===== config.mk =====
export PLATFORM = sky130hd
export DESIGN_NAME = mem_interface
export DESIGN_NICKNAME = d
export VERILOG_FILES = /design/src/common/mem_pkg.sv /design/src/source/mem_interface.sv
export SDC_FILE = /design/constraint.sdc
export NUM_CORES = 1
export LEC_CHECK = 0
export BUFFER_PORTS_ARGS = -buffer_cell sky130_fd_sc_hd__clkbuf_2
export CAP_MARGIN = 0
export CORE_UTILIZATION = 54
export CTS_CLUSTER_SIZE = 10
export DETAILED_ROUTE_END_ITERATION = 7
export PLACE_DENSITY = 0.87
export SYNTH_ARGS = -nofsm -noshare
export SYNTH_HDL_FRONTEND = slang
export SYNTH_SLANG_ARGS = --single-unit

===== constraint.sdc =====
create_clock -name clk -period 7.6 [get_ports clk]
set_input_delay 1.52 -clock clk [delete_from_list [all_inputs] [get_ports clk]]
set_output_delay 1.52 -clock clk [all_outputs]
set_load 0.01 [all_outputs]

===== src/common/mem_pkg.sv =====
`default_nettype none

package mem_pkg;

    typedef logic [31:0] word_t;    // instruction or data word
    typedef logic [31:0] addr_t;    // byte address, word aligned
    typedef logic [31:0] mask_t;    // set bit takes the new wdata bit

    // 4096 bytes of storage
    localparam int MEM_WORDS = 1024;
    localparam int INDEX_W = $clog2(MEM_WORDS);

    // accept at the controller to rdata_valid
    localparam int READ_LATENCY = 2;

    // held read data before the first result
    localparam logic [31:0] IDLE_DATA = 32'hffff_ffff;

    typedef logic [INDEX_W-1:0] index_t;    // word select, addr bits 11:2

    typedef enum logic [1:0] {
        st_wait_cmd,        // ports open for new commands
        st_wait_ready,      // command saved, memory busy
        st_wait_read        // read in flight
    } arb_state_t;

endpackage

`default_nettype wire


===== src/source/mem_interface.sv =====
`timescale 1ns/1ns
`default_nettype none

module mem_interface import mem_pkg::*; (
    input  wire         clk,
    input  wire         arst_n,
    input  wire         halt,

    input  wire         inst_start,
    output logic        inst_ready,
    input  wire addr_t  i_addr,
    output word_t       inst,
    output logic        inst_valid,

    input  wire         d_cmd_start,
    input  wire         d_cmd_write,
    output logic        d_cmd_ready,
    input  wire addr_t  d_addr,
    input  wire word_t  wdata,
    input  wire mask_t  wmask,
    output word_t       rdata,
    output logic        rdata_valid,

    output logic        mem_cmd_start,
    output logic        mem_cmd_write,
    input  wire         mem_cmd_ready,
    output addr_t       mem_addr,
    output word_t       mem_wdata,
    output mask_t       mem_wmask,
    input  wire word_t  mem_rdata,
    input  wire         mem_rdata_valid
);

    arb_state_t state;
    logic       cmd_is_inst;    // command in flight is a fetch
    logic       save_d_start;   // data command waits behind the fetch
    logic       save_d_write;
    addr_t      save_i_addr;
    addr_t      save_d_addr;
    word_t      save_wdata;
    mask_t      save_wmask;
    word_t      inst_q;
    word_t      rdata_q;

    logic fetch_acc;
    logic data_acc;
    logic read_done;
    logic chain_data;

    assign inst_ready  = (state == st_wait_cmd) && !halt;
    assign d_cmd_ready = (state == st_wait_cmd) && !halt;

    assign fetch_acc  = inst_start && inst_ready;
    assign data_acc   = d_cmd_start && d_cmd_ready;
    assign read_done  = (state == st_wait_read) && mem_rdata_valid;
    assign chain_data = read_done && cmd_is_inst && save_d_start;  // data right behind the fetch

    assign inst_valid  = read_done && cmd_is_inst;
    assign rdata_valid = read_done && !cmd_is_inst;
    assign inst        = inst_valid ? mem_rdata : inst_q;
    assign rdata       = rdata_valid ? mem_rdata : rdata_q;

    always_comb begin
        mem_cmd_start = 1'b0;
        mem_cmd_write = 1'b0;
        mem_addr      = save_d_addr;
        mem_wdata     = save_wdata;
        mem_wmask     = save_wmask;
        case (state)
            st_wait_cmd: begin
                mem_cmd_start = mem_cmd_ready && (fetch_acc || data_acc);
                mem_cmd_write = !fetch_acc && data_acc && d_cmd_write;  // fetch wins
                mem_addr      = fetch_acc ? i_addr : d_addr;
                mem_wdata     = wdata;
                mem_wmask     = wmask;
            end
            st_wait_ready: begin
                mem_cmd_start = mem_cmd_ready;
                mem_cmd_write = !cmd_is_inst && save_d_write;
                mem_addr      = cmd_is_inst ? save_i_addr : save_d_addr;
            end
            st_wait_read: begin
                mem_cmd_start = chain_data && mem_cmd_ready;
                mem_cmd_write = chain_data && save_d_write;
                mem_addr      = (cmd_is_inst && !chain_data) ? save_i_addr : save_d_addr;
            end
            default: begin
            end
        endcase
    end

    always_ff @(posedge clk or negedge arst_n) begin
        if (!arst_n) begin
            state        <= st_wait_cmd;
            cmd_is_inst  <= 1'b0;
            save_d_start <= 1'b0;
            inst_q       <= IDLE_DATA;
            rdata_q      <= IDLE_DATA;
        end else begin
            if (inst_valid)
                inst_q <= mem_rdata;
            if (rdata_valid)
                rdata_q <= mem_rdata;
            case (state)
                st_wait_cmd: begin
                    save_d_start <= data_acc;
                    if (fetch_acc) begin
                        cmd_is_inst <= 1'b1;
                        state       <= mem_cmd_ready ? st_wait_read : st_wait_ready;
                    end else if (data_acc) begin
                        cmd_is_inst <= 1'b0;
                        if (!mem_cmd_ready)
                            state <= st_wait_ready;
                        else if (!d_cmd_write)
                            state <= st_wait_read;  // writes give no response
                    end
                end
                st_wait_ready: begin
                    if (mem_cmd_ready)
                        state <= (!cmd_is_inst && save_d_write) ? st_wait_cmd : st_wait_read;
                end
                st_wait_read: begin
                    if (chain_data) begin
                        cmd_is_inst <= 1'b0;
                        if (!mem_cmd_ready)
                            state <= st_wait_ready;
                        else if (save_d_write)
                            state <= st_wait_cmd;
                    end else if (mem_rdata_valid) begin
                        state <= st_wait_cmd;
                    end
                end
                default: state <= st_wait_cmd;
            endcase
        end
    end

    // saved copy of the port commands
    always_ff @(posedge clk) begin
        if (state == st_wait_cmd) begin
            save_i_addr  <= i_addr;
            save_d_write <= d_cmd_write;
            save_d_addr  <= d_addr;
            save_wdata   <= wdata;
            save_wmask   <= wmask;
        end
    end

    a_addr_aligned: assert property (@(posedge clk) disable iff (!arst_n)
        mem_cmd_start |-> (mem_addr[1:0] == 2'b00));

    // memory only answers a read the arbiter waits for
    a_read_expected: assert property (@(posedge clk) disable iff (!arst_n)
        mem_rdata_valid |-> (state == st_wait_read));

endmodule

`default_nettype wire


==> impl_metrics.prom <==
# TYPE chip_impl_metric gauge
chip_impl_metric{name="postCtsHoldBufs",unit=""} 0
chip_impl_info{name="critical_path_class",value="register to output port"} 1
chip_impl_info{name="crit_path_start_kind",value="register"} 1
chip_impl_metric{name="drt.antenna.violating_nets",unit=""} 0
chip_impl_metric{name="cts_sinks",unit=""} 197
chip_impl_metric{name="powerDensity",unit="nW/um^2"} 481
chip_impl_metric{name="crit_fanout",unit=""} 103
chip_impl_metric{name="synth-edff-count",unit=""} 65
chip_impl_metric{name="cap_viol_max_count",unit=""} 0
chip_impl_metric{name="grt_pass1_vias",unit=""} 7266
chip_impl_metric{name="setup-tns-final",unit="ns"} 0
chip_impl_metric{name="pin_count",unit=""} 334
chip_impl_metric{name="max-vdd-ir-drop",unit="mV"} 0.273
chip_impl_metric{name="clkTransAtPathRegs",unit="ns"} 0.07
chip_impl_metric{name="place.port_buffers",unit=""} 333
chip_impl_info{name="cell_at_the_root_of_the_clock_tree",value="clkbuf_16"} 1
chip_impl_metric{name="global_route.usage.total",unit=""} 0.282
chip_impl_info{name="synth-main-ff-cell",value="edfxtp_1"} 1
chip_impl_metric{name="worst_ep_required_time",unit="ns"} 6.08
chip_impl_metric{name="achievable-frequency",unit="MHz"} 202
chip_impl_metric{name="detail_route.vias_per_cell",unit=""} 5.76
chip_impl_metric{name="finalSetupViolCount",unit=""} 0
chip_impl_info{name="synth_largest_area_cell",value="edfxtp_1"} 1
chip_impl_metric{name="cts-root-to-sink-buffers",unit=""} 2
chip_impl_metric{name="yosysSeqAreaShare",unit=""} 0.545
chip_impl_info{name="synth_most_common_cell",value="mux2_1"} 1
chip_impl_metric{name="mean_instance_size_in_the_synthesized_netlist",unit="um^2"} 12.5
chip_impl_metric{name="post_cts.repair.setup_buffers",unit=""} 0
chip_impl_metric{name="detail_route.iter0.violations",unit=""} 491
chip_impl_metric{name="synth.ff_latch_count",unit=""} 197
chip_impl_metric{name="fp.dieArea",unit="um^2"} 17600
chip_impl_metric{name="slew_violations",unit=""} 0
chip_impl_info{name="synth.top_cells.by_area",value="edfxtp_1, mux2_1, dfstp_2"} 1
chip_impl_metric{name="synth.cell_area",unit="um^2"} 9200
chip_impl_metric{name="worst_slack",unit="ns"} 2.65
chip_impl_info{name="min-delay-path-class",value="register to register"} 1
chip_impl_metric{name="synthesis.instances",unit=""} 737
chip_impl_metric{name="total_leakage_power",unit="nW"} 5.11
chip_impl_metric{name="synth_nets",unit=""} 905
chip_impl_metric{name="period_utilisation_layout",unit=""} 0.651
chip_impl_metric{name="die_height",unit="um"} 133
chip_impl_metric{name="route.vias.total",unit=""} 7342
chip_impl_metric{name="final_layout_size_suffix_gt1_frac",unit=""} 0.457
chip_impl_metric{name="tightestPinTransition",unit="ns"} 0.988
chip_impl_metric{name="final_weighted_congestion_of_routability_driven_global_placement",unit=""} 0.871
chip_impl_metric{name="wl",unit="um"} 24900
chip_impl_info{name="end_kind",value="output port"} 1
chip_impl_metric{name="async_set_reset_flop_share_out_of_synthesis",unit=""} 0.345
chip_impl_metric{name="detailed_routing_iterations_pass_1",unit=""} 5
chip_impl_metric{name="place_hpwl",unit="um"} 17500
chip_impl_metric{name="report.final.hold_viol_count",unit=""} 0
chip_impl_metric{name="clock_tree.htree_level_count",unit=""} 4
chip_impl_metric{name="drc_errors",unit=""} 0
chip_impl_metric{name="area_growth",unit="%"} 24.3
chip_impl_metric{name="skew",unit="ns"} 0.00938
chip_impl_metric{name="antenna_found_initial",unit=""} 3
chip_impl_metric{name="fp.coreArea",unit="um^2"} 16600
chip_impl_metric{name="layout.nets",unit=""} 1209
chip_impl_info{name="leading_cell_types_by_count_after_synthesis",value="mux2_1, edfxtp_1, dfstp_2, dfxtp_1, nand3_1"} 1
chip_impl_metric{name="cts_inserted_buffers",unit=""} 17
chip_impl_metric{name="initial_core_util",unit=""} 0.555
chip_impl_metric{name="final_period_minus_worst_setup_slack",unit="ns"} 4.95
chip_impl_metric{name="cts_resized",unit=""} 0
chip_impl_metric{name="grt_max_degree",unit=""} 104
chip_impl_metric{name="hold_slack",unit="ns"} 0.462
chip_impl_info{name="unrepaired_setup_endpoints_after_global_routing",value="false"} 1
chip_impl_metric{name="avgRoutedWirePerCell",unit="um"} 19.5
chip_impl_metric{name="synth_top_cell_area_share",unit=""} 0.212
chip_impl_metric{name="die-width",unit="um"} 133
chip_impl_metric{name="max_transition_margin",unit=""} 0.341
chip_impl_metric{name="synthesis.yosys.warnings",unit=""} 0
chip_impl_metric{name="globalRouteOverflowTotal",unit=""} 0
chip_impl_metric{name="worstSkewPairLatency",unit="ns"} 0.43
chip_impl_info{name="cts_tree",value="built"} 1
chip_impl_metric{name="core.rowCount",unit=""} 47
chip_impl_info{name="result_of_the_run",value="finished clean"} 1
chip_impl_metric{name="synth.lib_cells_used.distinct",unit=""} 47
chip_impl_metric{name="post-place-ws",unit="ns"} 2.85
chip_impl_metric{name="grt_first_pass_wirelength",unit="um"} 38400
chip_impl_metric{name="worst_ep_arrival_time",unit="ns"} 3.43
[final timing paths]
path | end | from | slack (ns) | depth (start not counted)
min in group asynchronous | state[0] | arst_n | 1.30 | 2
hold reg to reg | save_wdata[28] | save_wdata[28] | 0.46 | 1
max in group asynchronous | cmd_is_inst | arst_n | 5.74 | 2
setup / recovery | inst[3] | state[1] | 2.65 | 5
setup reg to reg | inst_q[3] | state[1] | 4.67 | 4
hold / removal | save_wdata[28] | save_wdata[28] | 0.46 | 1
[layer usage]
metal	global-route usage	up-vias	share of wire
met1	0.347	3559	0.40
met5	0	-	0.0011
met2	0.461	336	0.49
met4	0.139	4	0.033
met3	0.0755	62	0.076
li1	-	3381	-
[metrics by stage]
stage	total power [mW]	instance area, um^2	std cells	utilization
CTS	5.53	11400	1274	0.690
global route	5.82	11400	1275	0.690
detailed placement	4.62	10900	1242	0.654
global placement	4.51	10900	1242	0.654
finish	5.50	11400	1275	0.690
floorplan	3.68	9200	737	-
[cells by family (layout without fill, tap and decap cells)]
logic type,Yosys count,after routing,synth area share
muxes,161,161,0.197
AOI/OAI and AO/OA,171,171,0.132
other,0,1,0
buffers and inverters,96,413,0.0562
and+or+nand+nor,112,112,0.0698
DFF,197,197,0.545
[worst max-delay path, stage by stage, from the launching register on]
cell      delay, ns
dfrtp_2        0.35
buf_4          0.74
nor2b_1        0.32
nand3_2        0.73
mux2_1         0.67
clkbuf_2       0.15
[report_power, final]
part / internal [mW] / leakage (nW) / switching (mW)
clock network: 0.469 / 0.288 / 0.426
logic: 1.08 / 2.92 / 1.55
registers: 1.76 / 1.90 / 0.201
[layout make-up]
| class | count | area [um^2] |
|---|---|---|
| Clock inverter | 14 | 155 |
| Inverter | 38 | 144 |
| Clock buffer | 18 | 429 |
| Sequential cell | 197 | 5020 |
| Fill cell | 1217 | 5150 |
| Antenna cell | 1 | 2.50 |
| Timing Repair Buffer | 343 | 1740 |
| Tap cell | 220 | 275 |
| Multi-Input combinational cell | 444 | 3670 |
[registers in the layout, summed over array words and instances (netlist names), 2 cells and up]
signal and cells:
save_i_addr 32, state 2, save_wmask 32, inst_q 32, save_d_addr 32, save_wdata 32
rdata_q 32
[layout by cell type, fill, tap and decap left out, types with 2 or more instances in the layout]
master,count
a21oi_1,33
a32oi_1,31
buf_4,10
clkbuf_16,17
clkbuf_2,333
clkinv_2,3
dfrtp_1,2
dfrtp_2,2
dfstp_2,64
dfxtp_1,64
edfxtp_1,65
inv_1,36
inv_6,4
inv_8,5
mux2_1,157
mux2_2,3
nand2_1,3
nand2_2,30
nand3_1,63
nand4b_1,2
nor2_1,2
o21ai_0,33
o22a_1,31
o31ai_1,32
Note: power is estimated with default switching activity, not from simulation.
